`config.mk`:
```
export PLATFORM = sky130hd
export DESIGN_NAME = trig_link_top
export DESIGN_NICKNAME = d
export VERILOG_FILES = /design/src/hdl/trig_link_pkg.sv /design/src/hdl/apb_ctrl_regs.sv /design/src/hdl/link_startup.sv /design/src/hdl/sep_char_select.sv /design/src/hdl/link_framer.sv /design/src/hdl/trig_link_top.sv
export SDC_FILE = /design/constraint.sdc
export NUM_CORES = 1
export LEC_CHECK = 0
export BUFFER_PORTS_ARGS = -buffer_cell sky130_fd_sc_hd__buf_2
export CORE_MARGIN = 2
export CORE_UTILIZATION = 50
export CTS_CLUSTER_DIAMETER = 100
export DETAILED_ROUTE_END_ITERATION = 8
export GPL_TIMING_DRIVEN = 0
export PLACE_DENSITY_LB_ADDON = 0.3
export SETUP_SLACK_MARGIN = 0.1
export SLEW_MARGIN = 15
export SYNTH_ARGS = -nofsm -noshare
export SYNTH_HDL_FRONTEND = slang
export SYNTH_SLANG_ARGS = --single-unit
```
`constraint.sdc`:
```
create_clock -name clock_40 -period 3.2 [get_ports clock_40]
set_clock_uncertainty 0.05 [all_clocks]
set_input_delay 0.48 -clock clock_40 [delete_from_list [all_inputs] [get_ports clock_40]]
set_output_delay 0.48 -clock clock_40 [all_outputs]
set_load 0.03 [all_outputs]
```
`src/hdl/trig_link_pkg.sv`:
```
`default_nettype none

package trig_link_pkg;

   // Widths --------------------
   localparam int LINK_W = 56;              // Cluster payload per link
   localparam int GEM_W  = 2 * LINK_W;      // Both links, even link low
   localparam int HOLD_W = LINK_W - 8;      // Bytes sent after word 0
   localparam int APB_AW = 8;
   localparam int APB_DW = 32;

   typedef logic [LINK_W-1:0] link_data_t;
   typedef logic [GEM_W-1:0]  gem_data_t;
   typedef logic [7:0]        k_char_t;

   // Frame separators, 8b/10b K codes
   localparam k_char_t K_BC0      = 8'h1C; // K.28.0
   localparam k_char_t K_RESYNC   = 8'h3C; // K.28.1
   localparam k_char_t K_OVERFLOW = 8'hFE; // K.30.7, more than 8 clusters
   localparam k_char_t K_SEQ0     = 8'hBC; // K.28.5
   localparam k_char_t K_SEQ1     = 8'hF7; // K.23.7
   localparam k_char_t K_SEQ2     = 8'hFB; // K.27.7
   localparam k_char_t K_SEQ3     = 8'hFD; // K.29.7

   // Link words --------------------
   localparam logic [15:0] IDLE_WORD = 16'hFFFC; // Sent while not ready
   localparam logic [1:0]  IDLE_ISK  = 2'b01;
   localparam logic [1:0]  ISK_SEP   = 2'b01;    // K char in low byte
   localparam logic [1:0]  ISK_DATA  = 2'b00;

   typedef struct packed {
      logic [7:0] data;                     // Low payload byte
      k_char_t    sep;                      // Separator, goes out first
   } sep_word_t;

   // Word 0 is separator plus byte, the others are plain 16-bit data
   typedef union packed {
      sep_word_t   sep_word;
      logic [15:0] raw;
   } tx_word_u;

   typedef struct packed {
      tx_word_u   word;
      logic [1:0] isk;                      // Per-byte K flags
   } tx_link_t;

   typedef struct packed {
      logic       bc0;
      logic       resync;
      logic       overflow;
      logic [1:0] bx_lsbs;                  // Bunch-counter LSBs
   } ttc_t;

   // APB --------------------
   typedef struct packed {
      logic              psel;
      logic              penable;
      logic              pwrite;
      logic [APB_AW-1:0] paddr;
      logic [APB_DW-1:0] pwdata;
   } apb_req_t;

   typedef struct packed {
      logic [APB_DW-1:0] prdata;
      logic              pready;
      logic              pslverr;
   } apb_rsp_t;

   typedef struct packed {
      logic force_not_ready;                // Bit 3
      logic ttc_chars_en;                   // Bit 2
      logic frame_ctrl_ttc;                 // Bit 1
      logic restart;                        // Bit 0, self clearing
   } ctrl_t;

   localparam logic [APB_AW-1:0] ADDR_CTRL   = 8'h00;
   localparam logic [APB_AW-1:0] ADDR_STATUS = 8'h04;

endpackage

`default_nettype wire

```
`src/hdl/apb_ctrl_regs.sv`:
```
`timescale 1ns/1ps
`default_nettype none

module apb_ctrl_regs (
   input  wire                            clock_40,
   input  wire                            rst_n_i,
   input  wire trig_link_pkg::apb_req_t   apb_i,
   input  wire                            ready_i,
   input  wire                            startup_done_i,
   output trig_link_pkg::apb_rsp_t        apb_o,
   output trig_link_pkg::ctrl_t           ctrl_o
);

   import trig_link_pkg::*;

   // TTC characters on and cycle from the bunch counter out of reset
   localparam ctrl_t CTRL_RST = '{
      force_not_ready: 1'b0,
      ttc_chars_en:    1'b1,
      frame_ctrl_ttc:  1'b1,
      restart:         1'b0
   };

   logic  access;          // Access phase of a transfer
   logic  sel_ctrl;
   logic  sel_status;
   logic  addr_ok;
   ctrl_t ctrl_q;
   ctrl_t ctrl_rd;         // Readback view, restart always 0

   // Decode --------------------
   assign access     = apb_i.psel && apb_i.penable;
   assign sel_ctrl   = (apb_i.paddr == ADDR_CTRL);
   assign sel_status = (apb_i.paddr == ADDR_STATUS);
   assign addr_ok    = sel_ctrl || sel_status;

   // Control register --------------------
   always_ff @(posedge clock_40) begin
      if (!rst_n_i) begin
         ctrl_q <= CTRL_RST;
      end else begin
         ctrl_q.restart <= 1'b0;                                   // Pulse lasts one cycle
         if (access && apb_i.pwrite && sel_ctrl) begin
            ctrl_q <= ctrl_t'(apb_i.pwdata[$bits(ctrl_t)-1:0]);
         end
      end
   end

   assign ctrl_o = ctrl_q;

   // Response --------------------
   always_comb begin
      ctrl_rd         = ctrl_q;
      ctrl_rd.restart = 1'b0;
      apb_o.prdata    = '0;
      apb_o.pready    = 1'b1;                                     // No wait states
      apb_o.pslverr   = access && !addr_ok;                       // Unmapped address
      if (apb_i.psel && !apb_i.pwrite) begin
         if (sel_ctrl) begin
            apb_o.prdata = APB_DW'(ctrl_rd);
         end else if (sel_status) begin
            apb_o.prdata = APB_DW'({startup_done_i, ready_i});   // Bit 1 done, bit 0 ready
         end
      end
   end

   // Bus protocol from the master side
   a_penable_needs_psel : assert property (
      @(posedge clock_40) disable iff (!rst_n_i)
      apb_i.penable |-> apb_i.psel
   ) else $error("apb_ctrl_regs: penable without psel");

   a_access_after_setup : assert property (
      @(posedge clock_40) disable iff (!rst_n_i)
      access |-> $past(apb_i.psel && !apb_i.penable)
   ) else $error("apb_ctrl_regs: access phase without setup phase");

endmodule

`default_nettype wire

```
`src/hdl/link_startup.sv`:
```
`timescale 1ns/1ps
`default_nettype none

module link_startup #(
   parameter int STARTUP_CYCLES = 1024,     // Wait before the ready timer may run
   parameter int READY_CYCLES   = 256       // Ready timer length
) (
   input  wire  clock_40,
   input  wire  rst_n_i,
   input  wire  restart_i,                  // One-cycle pulse from the control register
   input  wire  force_not_ready_i,
   output logic startup_done_o,
   output logic ready_o
);

   localparam int SU_W  = $clog2(STARTUP_CYCLES + 2);
   localparam int RDY_W = $clog2(READY_CYCLES + 2);

   // Startup saturates one past STARTUP_CYCLES
   localparam logic [SU_W-1:0]  SU_MAX  = SU_W'(STARTUP_CYCLES + 1);
   localparam logic [RDY_W-1:0] RDY_MAX = RDY_W'(READY_CYCLES);

   logic [SU_W-1:0]  startup_cnt;
   logic [RDY_W-1:0] ready_cnt;

   // Startup counter --------------------
   always_ff @(posedge clock_40) begin
      if (!rst_n_i || restart_i) begin
         startup_cnt <= '0;
      end else if (startup_cnt != SU_MAX) begin
         startup_cnt <= startup_cnt + SU_W'(1);
      end
   end

   assign startup_done_o = (startup_cnt == SU_MAX); // Passed STARTUP_CYCLES

   // Ready timer --------------------
   // Runs only after startup, restarts from 0 whenever ready is forced off
   always_ff @(posedge clock_40) begin
      if (!rst_n_i || restart_i || force_not_ready_i || !startup_done_o) begin
         ready_cnt <= '0;
      end else if (ready_cnt != RDY_MAX) begin
         ready_cnt <= ready_cnt + RDY_W'(1);
      end
   end

   assign ready_o = (ready_cnt == RDY_MAX);

   // A restart clears both counters in the same cycle, ready must never outlive startup
   a_ready_after_startup : assert property (
      @(posedge clock_40) disable iff (!rst_n_i)
      ready_o |-> startup_done_o
   ) else $error("link_startup: ready high before startup finished");

endmodule

`default_nettype wire

```
`src/hdl/sep_char_select.sv`:
```
`timescale 1ns/1ps
`default_nettype none

module sep_char_select (
   input  wire                          clock_40,
   input  wire                          rst_n_i,
   input  wire trig_link_pkg::ttc_t     ttc_i,
   input  wire                          ready_i,
   input  wire                          frame_start_i,    // Word 0 of link 0
   input  wire                          ttc_chars_en_i,
   input  wire                          frame_ctrl_ttc_i, // Cycle from bunch counter
   output trig_link_pkg::k_char_t       sep_o
);

   import trig_link_pkg::*;

   logic [1:0] seq_cnt;    // Local bunch-sequence counter, one step per frame
   logic [1:0] seq_idx;    // Selected cycle position

   // Local counter --------------------
   // Starts at 0 on the first frame after ready, so the cycle opens with BC
   always_ff @(posedge clock_40) begin
      if (!rst_n_i || !ready_i) begin
         seq_cnt <= 2'd0;
      end else if (frame_start_i) begin
         seq_cnt <= seq_cnt + 2'd1;
      end
   end

   assign seq_idx = frame_ctrl_ttc_i ? ttc_i.bx_lsbs : seq_cnt;

   // Separator choice --------------------
   // TTC characters win over the bunch-sequence cycle, BC0 first
   always_comb begin
      if (ttc_chars_en_i && ttc_i.bc0) begin
         sep_o = K_BC0;
      end else if (ttc_chars_en_i && ttc_i.resync) begin
         sep_o = K_RESYNC;
      end else if (ttc_chars_en_i && ttc_i.overflow) begin
         sep_o = K_OVERFLOW;                   // Cluster overflow on this chamber
      end else begin
         case (seq_idx)
            2'd0:    sep_o = K_SEQ0;            // K.28.5
            2'd1:    sep_o = K_SEQ1;            // K.23.7
            2'd2:    sep_o = K_SEQ2;            // K.27.7
            default: sep_o = K_SEQ3;            // K.29.7
         endcase
      end
   end

endmodule

`default_nettype wire

```
`src/hdl/link_framer.sv`:
```
`timescale 1ns/1ps
`default_nettype none

module link_framer #(
   parameter int FRAME_LEN = 4               // Fifth word is zero padding
) (
   input  wire                              clock_40,
   input  wire                              rst_n_i,
   input  wire                              ready_i,
   input  wire trig_link_pkg::link_data_t   link_data_i,
   input  wire trig_link_pkg::k_char_t      sep_i,
   output trig_link_pkg::tx_link_t          tx_o,
   output logic                             frame_start_o
);

   import trig_link_pkg::*;

   localparam int CNT_W = $clog2(FRAME_LEN);

   logic [CNT_W-1:0]  frame_cnt;             // Word position in the frame
   logic [HOLD_W-1:0] hold_q;                // Data bits 55:8 of this frame
   tx_link_t          tx_d;                  // Next output word

   if (FRAME_LEN != 4 && FRAME_LEN != 5) begin : g_len_chk
      $error("link_framer: FRAME_LEN must be 4 or 5");
   end

   // Frame counter --------------------
   // Held at 0 while not ready, so word 0 comes first after ready rises
   always_ff @(posedge clock_40) begin
      if (!rst_n_i || !ready_i) begin
         frame_cnt <= '0;
      end else if (frame_cnt == CNT_W'(FRAME_LEN - 1)) begin
         frame_cnt <= '0;
      end else begin
         frame_cnt <= frame_cnt + CNT_W'(1);
      end
   end

   assign frame_start_o = ready_i && (frame_cnt == '0);

   // Inputs are sampled only here, the rest of the frame is sent from the hold register
   always_ff @(posedge clock_40) begin
      if (frame_start_o) begin
         hold_q <= link_data_i[LINK_W-1:8];
      end
   end

   // Word mux --------------------
   always_comb begin
      tx_d.word.raw = '0;                     // Word 4 padding
      tx_d.isk      = ISK_DATA;
      case (frame_cnt)
         CNT_W'(0): begin
            tx_d.word.sep_word.data = link_data_i[7:0]; // Live byte, not yet held
            tx_d.word.sep_word.sep  = sep_i;
            tx_d.isk                = ISK_SEP;
         end
         CNT_W'(1): tx_d.word.raw = hold_q[15:0];   // Data 23:8
         CNT_W'(2): tx_d.word.raw = hold_q[31:16];  // Data 39:24
         CNT_W'(3): tx_d.word.raw = hold_q[47:32];  // Data 55:40
         default:   tx_d.word.raw = '0;
      endcase
   end

   // One cycle from counter value to link word
   always_ff @(posedge clock_40) begin
      if (!rst_n_i || !ready_i) begin
         tx_o.word.raw <= IDLE_WORD;
         tx_o.isk      <= IDLE_ISK;
      end else begin
         tx_o <= tx_d;
      end
   end

   // Counter must never reach a word slot outside the frame
   a_frame_cnt_range : assert property (
      @(posedge clock_40) disable iff (!rst_n_i)
      int'(frame_cnt) < FRAME_LEN
   ) else $error("link_framer: frame counter out of range");

endmodule

`default_nettype wire

```
`src/hdl/trig_link_top.sv`:
```
`timescale 1ns/1ps
`default_nettype none

module trig_link_top #(
   parameter int N_LINKS        = 2,
   parameter int FRAME_LEN      = 4,      // 4 or 5 words per frame
   parameter int STARTUP_CYCLES = 1024,
   parameter int READY_CYCLES   = 256
) (
   input  wire                                     clock_40,
   input  wire                                     rst_n_i,
   input  wire trig_link_pkg::gem_data_t           gem_data_i,
   input  wire trig_link_pkg::ttc_t                ttc_i,
   input  wire trig_link_pkg::apb_req_t            apb_i,
   output wire trig_link_pkg::apb_rsp_t            apb_o,
   output wire trig_link_pkg::tx_link_t [N_LINKS-1:0] tx_o,
   output wire                                     ready_o
);

   import trig_link_pkg::*;

   ctrl_t               ctrl;             // Control register contents
   logic                startup_done;
   logic                ready;
   logic [N_LINKS-1:0]  frame_start;      // Only link 0 steps the sequence
   k_char_t             sep;              // Shared by all framers

   assign ready_o = ready;

   // Control --------------------
   apb_ctrl_regs u_apb_ctrl_regs (
      .clock_40       (clock_40),
      .rst_n_i        (rst_n_i),
      .apb_i          (apb_i),
      .ready_i        (ready),
      .startup_done_i (startup_done),
      .apb_o          (apb_o),
      .ctrl_o         (ctrl)
   );

   link_startup #(
      .STARTUP_CYCLES (STARTUP_CYCLES),
      .READY_CYCLES   (READY_CYCLES)
   ) u_link_startup (
      .clock_40          (clock_40),
      .rst_n_i           (rst_n_i),
      .restart_i         (ctrl.restart),
      .force_not_ready_i (ctrl.force_not_ready),
      .startup_done_o    (startup_done),
      .ready_o           (ready)
   );

   // Framing --------------------
   sep_char_select u_sep_char_select (
      .clock_40         (clock_40),
      .rst_n_i          (rst_n_i),
      .ttc_i            (ttc_i),
      .ready_i          (ready),
      .frame_start_i    (frame_start[0]),
      .ttc_chars_en_i   (ctrl.ttc_chars_en),
      .frame_ctrl_ttc_i (ctrl.frame_ctrl_ttc),
      .sep_o            (sep)
   );

   // Even links take the low half of the cluster word, odd links the high half
   for (genvar i = 0; i < N_LINKS; i++) begin : g_link
      link_framer #(
         .FRAME_LEN (FRAME_LEN)
      ) u_link_framer (
         .clock_40      (clock_40),
         .rst_n_i       (rst_n_i),
         .ready_i       (ready),
         .link_data_i   (gem_data_i[(i % 2) * LINK_W +: LINK_W]),
         .sep_i         (sep),
         .tx_o          (tx_o[i]),
         .frame_start_o (frame_start[i])
      );
   end

endmodule

`default_nettype wire

```
Yosys cells after proc, flatten, opt, wreduce, memory -nomap -nowiden
Cells that the tools add are included.
{"block": "op_classes", "bitwise": 0, "reduce_logical": 27, "n_mux": 12, "n_shift": 0, "n_addsub": 5, "multipliers": 0, "eq_ne": 13, "n_lt_le_gt_ge": 0, "n_div": 0}
{"cell": "16-bit case mux with 4 select lines", "count": 2}
{"cell": "32-bit 2-to-1 mux", "count": 2}
{"cell": "8-bit 2-to-1 mux", "count": 3}
{"cell": "7-bit case mux with 3 select lines", "count": 1}
{"cell": "11-bit by 1-bit adder with 11-bit output, second input constant", "count": 1}
{"cell": "11-bit equality test, second input constant", "count": 1}
{"cell": "11-bit != test, second input constant", "count": 1}
{"cell": "2-bit equality test, second input constant", "count": 5}
{"cell": "1-bit logical AND", "count": 10}
{"cell": "9-bit by 1-bit adder with 9-bit output, second input constant", "count": 1}
{"cell": "9-bit equality test, second input constant", "count": 1}
{"cell": "9-bit != test, second input constant", "count": 1}
{"cell": "8-bit by 3-bit equality test with 1-bit output, second input constant", "count": 1}
{"cell": "8-bit logical NOT", "count": 1}
{"cell": "2-bit by 1-bit adder with 2-bit output, second input constant", "count": 3}
{"cell": "2-bit by 1-bit equality test with 1-bit output, second input constant", "count": 3}
{"cell": "2-bit logical NOT", "count": 3}
{"cell": "1-bit logical NOT", "count": 5}
{"cell": "1-bit logical OR", "count": 5}
{"cell": "2-bit 2-to-1 mux", "count": 2}
{"cell": "2-bit OR reduction", "count": 2}
{"cell": "1-bit 2-to-1 mux", "count": 2}
{"cell": "2-bit AND reduction", "count": 1}
{"block": "word_totals", "n_memories": 0, "input_bits": 162, "output_inout_bits": 71, "ramBits": 0, "rom_bits": 0, "latch_bits": 0, "reg_bits": 162}

Longest topological paths before layout
Gate-level depths: netlist of the first run.
{"block": "depth", "word_depth": 7, "mapped_depth": 7, "mapped_depth_nobuf": 6}

Hierarchy
From an unflattened synthesis of the first run, not the netlist that was laid out.
{"block": "hier_totals", "cells_unflattened": 512, "area_unflattened_um2": 6497.5}
{"module": "link_framer", "seq_area_each_um2": 1821.7, "area_per_inst_um2": 2384.8, "cells_each": 154, "instances": 2}
{"module": "link_startup", "seq_area_each_um2": 400.4, "area_per_inst_um2": 1022.2, "cells_each": 113, "instances": 1}
{"module": "apb_ctrl_regs", "seq_area_each_um2": 80.1, "area_per_inst_um2": 491.7, "cells_each": 63, "instances": 1}
{"module": "sep_char_select", "seq_area_each_um2": 40.0, "area_per_inst_um2": 214.0, "cells_each": 28, "instances": 1}

Least setup slack after synthesis of the first run
OpenSTA, ideal clock, no wires.
{"block": "synth_timing", "path_kind": "register -> register", "start": "register u_link_startup.ready_cnt[0]", "end": "register g_link[0].u_link_framer.hold_q[0], enable pin", "arrival_ns": 2.454, "period_less_slack_ns": 2.914, "n_path_buf": 0, "path_stages_with_launch": 7, "required_time_ns": 2.740, "setup_slack_ns": 0.286, "setup_ns": 0.410, "cell_sequence": "dfxtp_1 > inv_1 > ha_1 > nor4b_2 > nand3_1 > inv_1 > and2_1"}
{"block": "synth_via", "elab_chain_cells": 2}
{"item": "start, declared", "line": "link_startup.sv:24", "source": "logic [RDY_W-1:0] ready_cnt;"}
{"item": "start signal, assigned", "line": "link_startup.sv:43", "source": "ready_cnt <= ready_cnt + RDY_W'(1);"}
{"item": "9-bit equality test", "line": "link_startup.sv:47", "source": "assign ready_o = (ready_cnt == RDY_MAX);"}
{"item": "via ready_o", "line": "trig_link_top.sv:17", "source": "output wire ready_o"}
{"item": "1-bit logical AND", "line": "link_framer.sv:40", "source": "assign frame_start_o = ready_i && (frame_cnt == '0);"}
{"item": "via g_link[0].u_link_framer.frame_start_o", "line": "link_framer.sv:13", "source": "output logic frame_start_o"}
{"item": "end signal, assigned", "line": "link_framer.sv:45", "source": "hold_q <= link_data_i[LINK_W-1:8];"}
{"item": "end, declared", "line": "link_framer.sv:21", "source": "logic [HOLD_W-1:0] hold_q;"}
The timed path passes the listed nets, and every way through them passes these cells.
A chain may end at the register's enable or synchronous reset.

==> results of run 1 <==
worst reg2reg max path: cells and delay by family (launching register included):
kind          cells  cell delay, ps
flops             1             350
fa+ha+maj         1             150
simple gates      3            1160
buf+inv           3             500
report_power, final:
part           total [mW]  switching [mW]  internal [mW]  leakage, nW
sequential           2.19         0.00529           2.18         1.38
clock                1.81           0.815          0.999        0.256
combinational       0.214           0.110          0.104         1.53
cell usage after synthesis, types with 2 or more instances:
| cell type | n | area, um^2 |
|---|---|---|
| a211oi_1 | 6 | 45.0 |
| a21oi_1 | 16 | 80.1 |
| a222oi_1 | 28 | 280 |
| a22o_1 | 4 | 35.0 |
| a31o_2 | 3 | 26.3 |
| and2_1 | 2 | 12.5 |
| and3_1 | 8 | 50.1 |
| buf_2 | 3 | 15.0 |
| buf_4 | 31 | 233 |
| clkbuf_1 | 19 | 71.3 |
| conb_1 | 2 | 7.51 |
| dfxtp_1 | 64 | 1280 |
| edfxtp_1 | 96 | 2880 |
| ha_1 | 15 | 188 |
| inv_1 | 15 | 56.3 |
| mux2_2 | 2 | 22.5 |
| mux2i_1 | 3 | 30.0 |
| nand2_1 | 11 | 41.3 |
| nand2b_1 | 6 | 37.5 |
| nand3_1 | 10 | 50.1 |
| nand3b_1 | 4 | 30.0 |
| nand4_1 | 6 | 37.5 |
| nor2_1 | 7 | 26.3 |
| nor2b_1 | 39 | 244 |
| nor3_1 | 6 | 30.0 |
| nor3b_1 | 5 | 37.5 |
| nor4b_2 | 3 | 45.0 |
| o21a_1 | 3 | 22.5 |
| o21ai_0 | 16 | 80.1 |
| o21ai_1 | 18 | 90.1 |
| o311ai_1 | 2 | 17.5 |
| o31ai_1 | 5 | 37.5 |
| or2_2 | 3 | 18.8 |
| or3_1 | 8 | 50.1 |
| or4_1 | 2 | 15.0 |
| xor2_1 | 5 | 43.8 |
placed cells by master (no fill, tap or decap), drive strengths merged, types with 4 or more instances in the layout:
master / netlist / routed
a211oi: 6 / 6
edfxtp: 96 / 96
a21oi: 16 / 16
o21ai: 34 / 34
nand4: 7 / 7
nor2: 7 / 7
and3: 8 / 8
nand2: 11 / 11
conb: 2 / 31
nor3b: 5 / 5
a222oi: 28 / 28
xor2: 5 / 5
nor2b: 39 / 39
nand3b: 4 / 4
or2: 4 / 4
or3: 8 / 8
ha: 15 / 15
inv: 15 / 20
clkinv: 0 / 6
o31ai: 5 / 5
clkbuf: 19 / 37
dfxtp: 64 / 64
buf: 36 / 210
a22o: 4 / 4
nand3: 10 / 10
nor3: 7 / 7
nand2b: 6 / 6
stage by stage:
stage / worst slack, ps / power (mW) / util [%] / hold WS, ps
after floorplan: 286 / 2.35 / - / 393
after global placement: -105 / 2.44 / 60.5 / 406
after detailed placement: 687 / 2.44 / 60.9 / 418
after CTS: 510 / 4.24 / 65.1 / 165
after global routing: 355 / 4.34 / 65.1 / 162
final: 538 / 4.22 / 65.1 / 180
cell type report:
class	instances	area, um^2
Timing Repair Buffer	174	908
Multi-Input combinational cell	293	2010
Clock inverter	14	106
Inverter	15	56.3
Fill cell	980	4400
Buffer	55	334
Sequential cell	160	4160
Tap cell	172	215
Clock buffer	18	429
flip-flops by register name, summed over array words and instances, names as in the netlist:
register,flops
g_link.u_link_framer.frame_cnt,4
g_link.u_link_framer.hold_q,96
g_link.u_link_framer.tx_o,34
u_apb_ctrl_regs.ctrl_o,4
u_link_startup.ready_cnt,9
u_link_startup.startup_cnt,11
u_sep_char_select.seq_cnt,2
worst min path at each step:
stage | depth (start not counted) | to | from | slack [ps]
final | 1 | g_link[0].u_link_framer.hold_q[44] | gem_data_i[52] | 180
after global routing | 1 | g_link[1].u_link_framer.hold_q[41] | gem_data_i[105] | 160
after CTS | 1 | g_link[1].u_link_framer.hold_q[23] | gem_data_i[87] | 170
after detailed placement | 2 | g_link[0].u_link_framer.tx_o[6] | g_link[0].u_link_framer.hold_q[20] | 420
after global placement | 2 | u_link_startup.startup_cnt[10] | u_link_startup.startup_cnt[10] | 410
after floorplan | 2 | u_apb_ctrl_regs.ctrl_o[3] | u_apb_ctrl_regs.ctrl_o[3] | 390
layer usage:
metal	vias up	GRT usage (%)	part of all wire [%]
met3	31	6.10	6.8
met5	-	0	0
li1	2257	-	-
met1	2192	24.3	40
met2	201	36.9	50
met4	0	8.81	2.7
logic make-up after synthesis:
logic type                 after synthesis  synth area share (%)
DFF                                    160                  64.6
AOI/OAI and AO/OA                      105                  11.6
other                                    2                 0.116
adders and majority gates               15                  2.91
muxes                                    5                 0.815
xor gates and xnor gates                 6                 0.815
buffers and inverters                   70                  6.05
and+or+nand+nor                        131                  13.1
==> impl_metrics.toml, run 1 <==
[setup_path]
r2r_cells = 7
r2r_start = "u_link_startup.ready_cnt[0]"
crit_fanout = 5
crit_family = "simple AND/OR/NAND/NOR gates"
r2r_setup_slack_ps = 680
cp.required_ps = 2670
cp_slowest_cell = "nor4b_2"
worstPathArrival_ps = 2130
crit_path_end_kind = "output pin"
crit_path_end = "apb_o[2]"
critPathMaxStageDelay_ps = 410
cp-startpoint = "u_link_startup.ready_cnt[0]"
path_depth = 6
crit_chain = "inv_1 > ha_1 > nor4b_2 > nand3_1 > nor4_2 > buf_2"
path_class = "reg -> out"
worstReg2RegEnd = "g_link[1].u_link_framer.hold_q[37]"
path_buf_inv = 2
cp-start-kind = "flop"

[drt]
ant_nets = 0
wire_per_inst_um = 16.2
vias_per_cell = 5.20
drt-initial-drc-count = 233
drc = 0
dr.pass1.iters = 6
num_vias = 4681
wirelength_um = 14600

[cts]
ctsResizeCount = 0
post_cts_buffers = 0
clk_latency_ps = 420
cts_tree = "yes"
cts_buffer_depth = 2
holdBufCountCts = 0
clkSinkCount = 160
numCtsBuffers = 17
cts.clk_slew.worst_paths_ps = 60
cts-root-buf = "clkbuf_16"
cts_max_level = 4

[run_status]
status = "complete, no violations"

[floorplanning]
row_count = 41
dieArea_um2 = 13800
core_um2 = 12600
die_h_um = 118
dieWidth_um = 118
start_util_pct = 51.1
ios = 233

[pwr]
max-vdd-ir-drop_v = 0.000358
power.leakage_nw = 3.17
cellPowerDensity_nw_per_um2 = 513

[global_route]
grt_start_max_net_pins = 33
grt_overflow_total = 0
antenna_found_initial = 0
grt_pass1_wl_um = 22500
grt.total_usage_pct = 21.1
grt_pass1_vias = 4642

[finish]
antenna_cells = 0
nNetsFinal = 893
drive_above_1_share_pct = 35.4
instances_no_fill = 901
design_area_um2 = 8220
area_delta_synth_final_pct = 27.5

[sta]
rsz0062_at_grt = "no"
max_freq_mhz = 376
post-route-period-util_pct = 83.2
setup_tns_ps = 0
maxSlewHeadroom_pct = 55.4
final_hold_viol_count = 0
maxSlewViolCount = 0
period_needed_ps = 2660
finalSetupViolations = 0
worst_pin_slew_ps = 663

[place]
place_area_um2 = 7680
hpwl_um = 10600
portBuffers = 172
gp_congestion = 0.814
dp_cells = 869

[yosys]
syn_area_per_cell_um2 = 13.1
synth_flop_cell = "edfxtp_1"
synth-seq-area-share_pct = 64.6
synth_area_um2 = 6450
syn_inst = 494
synth_seq_cells = 160
synthArstFlopShare_pct = 0
synth_edf_count = 96
ys.warnings.count = 0
ys_types = 54

[min_path]
hp-class = "in -> reg"

[job]
drv_cap = 0
Power figures use the tool's default switching activity.
==> run 2, diff against run 1 <==
- clock period: 3.2 -> 2.7 ns (I/O delays scaled with it)
==> run 2 against run 1 <==
  * Critical path depth stayed put
  * Hold slack worse by 79 ps
  * Cell area hardly changed
  * Flip-flop and latch count stayed put
  * Via count hardly changed
  * Sequential power is 18% higher
  * Core utilization hardly changed
  * Total power is 22% higher
  * Global-route usage is 0.35 points higher
  * First-iteration DRC count is 10% higher
==> impl_metrics.toml, run 2 (synthesis gave the netlist of run 1 again) <==
[finish]
largest_register_ff_count = 96
antenna_cells = 0
regMostFlops = "g_link.u_link_framer.hold_q"
mostFrequentLayoutCell = "buf_2"
instances_no_fill = 899
drive_above_1_share_pct = 35.4
area_delta_synth_final_pct = 27.4
layout.cells.most_common_list = "buf_2 (175), edfxtp_1 (96), dfxtp_1 (64), nor2b_1 (39)"
design_area_um2 = 8220
reg_top3 = "g_link.u_link_framer.hold_q x96, g_link.u_link_framer.tx_o x34, u_link_startup.startup_cnt x11"
nNetsFinal = 891

[pwr]
cellPowerDensity_nw_per_um2 = 624
power.leakage_nw = 3.19
p_total_mw = 5.13
p_int_mw = 4.02
max-vdd-ir-drop_v = 0.000609
clkPwrFrac_pct = 44.5
seqPwrFrac_pct = 50.6
combPwrFrac_pct = 4.9
power_switching_mw = 1.11
switching_share_pct = 21.6

[floorplanning]
start_util_pct = 51.1
core_um2 = 12600
die_h_um = 118
dieArea_um2 = 13800
row_count = 41
dieWidth_um = 118
ios = 233

[global_route]
use_met3_pct = 7.03
grt_overflow_total = 0
antenna_found_initial = 0
grt.total_usage_pct = 21.5
grt_pass1_vias = 4653
grt_pass1_wl_um = 23000
grt_use_met2_pct = 36.9
busiest_layer = "met2"
grt_use_met1_pct = 24.7
grt_start_max_net_pins = 49

[place]
dp_cells = 867
hpwl_um = 10500
place_area_um2 = 7640
gp_congestion = 0.804
portBuffers = 172

[cts]
clkSinkCount = 160
cts_max_level = 4
numCtsBuffers = 17
cts_tree = "yes"
cts_buffer_depth = 2
clk_latency_ps = 420
cts.clk_slew.worst_paths_ps = 60
cts-root-buf = "clkbuf_16"

[setup_path]
worstReg2RegEnd = "g_link[0].u_link_framer.hold_q[17]"
r2r_start = "g_link[0].u_link_framer.frame_cnt[0]"
crit_family = "simple AND/OR/NAND/NOR gates"
crit_chain = "inv_1 > ha_1 > nor4b_4 > nand3_1 > nor4_2 > buf_2"
cp-start-kind = "flop"
crit_path_end_kind = "output pin"
critPathMaxStageDelay_ps = 340
r2r_setup_slack_ps = 350
cp_slowest_cell = "dfxtp_1"
path_buf_inv = 2
crit_fanout = 5
r2r_cells = 4
cp.required_ps = 2250
worstPathArrival_ps = 1980
path_class = "reg -> out"

[sta]
max_freq_mhz = 410
rsz0062_at_grt = "yes"
setup_tns_ps = 0
final_hold_viol_count = 0
worst_pin_slew_ps = 634
holdWs_ps = 101
period_needed_ps = 2440
maxSlewHeadroom_pct = 57.7
maxSlewViolCount = 0
finalSetupViolations = 0
post-route-period-util_pct = 90.3

[min_path]
hold_path_startpoint = "gem_data_i[34]"
min_path_cells = 1
whs_endpoint = "g_link[0].u_link_framer.hold_q[26]"
hp-class = "in -> reg"

[run_status]
status = "complete, no violations"

[drt]
drt-initial-drc-count = 257
ant_nets = 0
drc = 0
dr.pass1.iters = 6
vias_per_cell = 5.20
wirelength_um = 14600
num_vias = 4678
wire_per_inst_um = 16.3

[job]
drv_cap = 0
==> run 2: changes by cell type in the layout (fill, tap and decap cells not counted), moves of 2 or more <==
cell        delta
and2_4         +2
and2_2         -2
clkinvlp_4     -2
inv_6          +2
==> run 2: worst max path at each step <==
stage | startpoint | end | depth (start not counted)
6_report | u_link_startup.ready_cnt[1] | apb_o[2] | 6
5_1_grt | u_link_startup.startup_cnt[0] | apb_o[3] | 6
3_5_place_dp | u_link_startup.ready_cnt[0] | g_link[1].u_link_framer.hold_q[28] | 6
4_1_cts | u_link_startup.ready_cnt[0] | apb_o[2] | 6
2_1_floorplan | apb_i[37] | apb_o[3] | 4
3_3_place_gp | u_link_startup.ready_cnt[0] | g_link[0].u_link_framer.hold_q[45] | 6
==> run 2: worst reg2reg max path, delay by kind of cell (launching register included) <==
family	cells	cell delay (ps)
adders and majority gates	1	280
buffers and inverters	2	610
DFF	1	340
and+or+nand+nor	1	680
==> run 2: area by class of cell <==
| type | count | area, um^2 |
|---|---|---|
| Buffer | 55 | 335 |
| Inverter | 15 | 56.3 |
| Timing Repair Buffer | 172 | 861 |
| Clock buffer | 19 | 443 |
| Sequential cell | 160 | 4160 |
| Fill cell | 1003 | 4400 |
| Multi-Input combinational cell | 293 | 2020 |
| Clock inverter | 13 | 125 |
| Tap cell | 172 | 215 |
==> run 2: layer usage <==
layer  part of all wire, %  wire [um]  vias to the layer above
li1                      -          -                     2257
met1                    40       5800                     2169
met2                    49       7170                      216
met3                   8.4       1230                       36
met4                   3.0        442                        0
met5                     0          0                        -
==> run 2: power by group through the flow <==
stage	clock (mW)	combinational (mW)	sequential (mW)
2_1_floorplan	0	0.138	2.64
3_3_place_gp	0	0.242	2.65
3_5_place_dp	0	0.248	2.65
4_1_cts	2.31	0.249	2.59
5_1_grt	2.41	0.272	2.59
6_report	2.28	0.250	2.59
==> run 2: metrics by stage <==
step	setup WS [ps]	util, %
finish	262	65.1
global route	90.4	65.1
CTS	128	65.0
detailed placement	-15.7	60.5
global placement	108	60.5
floorplan	225	-
==> run 2: what timing repair did <==
item / in CTS / in global routing
setup endpoints to repair: 96 / 3
resized for setup: 2 / 2
setup buffers: 0 / 0
hold buffers: 0 / 0
pin swaps: 0 / 0
==> run 3, diff against run 2 <==
- CORE_UTILIZATION: 50 -> 45
- clock period: 2.7 -> 2.17 ns (I/O delays scaled with it)
==> run 3 against run 2 <==
  * Critical path depth is the same
  * Die area grew 11%
  * Routed wire length grew 3.8%
  * Via count grew 2.3%
  * Combinational power grew 32%
  * Sequential power grew 25%
  * Setup slack lost 250 ps
  * Largest cell class unchanged
  * Largest power group unchanged
  * Highest routed layer unchanged
==> impl_metrics.toml, run 3 (synthesis gave the netlist of run 1 again) <==
[sta]
period_needed_ps = 2160
maxSlewHeadroom_pct = 58.9
maxSlewViolCount = 0
finalSetupViolations = 0
max_freq_mhz = 464
rsz0062_at_grt = "yes"
worst_pin_slew_ps = 612
setup_tns_ps = 0
final_hold_viol_count = 0
post-route-period-util_pct = 99.3

[finish]
layout.cells.most_common_list = "buf_2 (168), edfxtp_1 (96), dfxtp_1 (60), buf_4 (43), nor2b_1 (39)"
regMostFlops = "g_link.u_link_framer.hold_q"
utilization_pct = 60.6
reg_top3 = "g_link.u_link_framer.hold_q x96, g_link.u_link_framer.tx_o x34, u_link_startup.startup_cnt x11"
multi_input_area_um2 = 2110
area_delta_synth_final_pct = 31.0
antenna_cells = 0
fillers = 1100
nNetsFinal = 903
mostFrequentLayoutCell = "buf_2"
largest_register_ff_count = 96
seq_area_um2 = 4170
drive_above_1_share_pct = 39.1

[floorplanning]
start_util_pct = 46.3
dieArea_um2 = 15300
ios = 233
row_count = 43
die_h_um = 124
core_um2 = 13900
dieWidth_um = 124

[job]
drv_cap = 0

[drt]
num_vias = 4786
ant_nets = 0
wire_per_inst_um = 16.5
dr.pass1.iters = 7
vias_per_cell = 5.21
drt-initial-drc-count = 392
wirelength_um = 15200
drc = 0

[pwr]
power.leakage_nw = 3.30
cellPowerDensity_nw_per_um2 = 751
max-vdd-ir-drop_v = 0.000623
p_total_mw = 6.34

[place]
gp_congestion = 0.819
portBuffers = 172
hpwl_um = 10500

[global_route]
grt_pass1_vias = 4610
grt_overflow_total = 0
grt.total_usage_pct = 20.0
grt_start_max_net_pins = 25
antenna_found_initial = 0
grt_pass1_wl_um = 22800

[setup_path]
cp.required_ps = 1790
worstPathArrival_ps = 1780
cp-start-kind = "flop"
crit_fanout = 2
path_class = "reg -> out"
crit_path_end_kind = "output pin"

[min_path]
hp-class = "in -> reg"

[run_status]
status = "complete, no violations"

[cts]
cts_max_level = 4
clkSinkCount = 160
clk_latency_ps = 420
cts_tree = "yes"
cts-root-buf = "clkbuf_16"
numCtsBuffers = 17
cts_buffer_depth = 2
cts.clk_slew.worst_paths_ps = 60
[run 3: critical path, cell delays in order, from the launching register on]
cell	delay, ps
dfxtp_2	330
inv_2	60
ha_4	130
nor4b_4	230
nand3_2	160
nor4_4	280
buf_6	160
[run 3: routing by layer]
layer  vias up  wire length, um  track usage, %
met5         -                0               0
met4         0              318            7.95
met3        22             1050            5.22
met2       204             7680            34.5
met1      2275             6150            23.9
li1       2285                -               -
[run 3: per-stage QoR]
stage	cells	worst slack (ps)	hold slack [ps]	cell area [um^2]
2_1_floorplan	523	81.3	374	6600
3_3_place_gp	875	-60.1	413	7690
3_5_place_dp	875	-126	425	7690
4_1_cts	918	-50.5	15.9	8400
5_1_grt	919	-80.1	12.0	8450
6_report	919	14.3	27.0	8450
[run 3: final timing paths]
path | cells past startpoint | start | slack (ps) | to
max | 6 | u_link_startup.ready_cnt[1] | 10 | apb_o[2]
min | 1 | gem_data_i[31] | 30 | g_link[0].u_link_framer.hold_q[23]
max reg2reg | 7 | u_link_startup.ready_cnt[1] | 210 | g_link[1].u_link_framer.hold_q[38]
min reg2reg | 2 | u_apb_ctrl_regs.ctrl_o[3] | 440 | u_apb_ctrl_regs.ctrl_o[3]
[run 3: where the power goes]
group / switching, mW / total, mW / internal [mW] / leakage, nW
logic: 0.166 / 0.329 / 0.163 / 1.64
registers: 0.00707 / 3.23 / 3.22 / 1.38
clock network: 1.18 / 2.78 / 1.60 / 0.270
total: 1.35 / 6.34 / 4.99 / 3.30
[run 3: what timing repair did]
item | 4_1_cts | 5_1_grt
cloned | 2 | 0
hold buffers | 0 | 0
buffers inserted | 9 | 1
resized for setup | 26 | 21
setup endpoints to repair | 103 | 116
pin swaps | 12 | 6
[run 3: area by class of cell]
cell class              count  share of cell area (%)
clock buffers              19                    5.24
flip-flops and latches    160                    49.4
multi-input cells         295                    25.0
well taps                 180                    2.67
repair buffers            182                    11.6
clock inverters            13                    1.32
plain buffers              55                    4.09
inverters                  15                   0.726
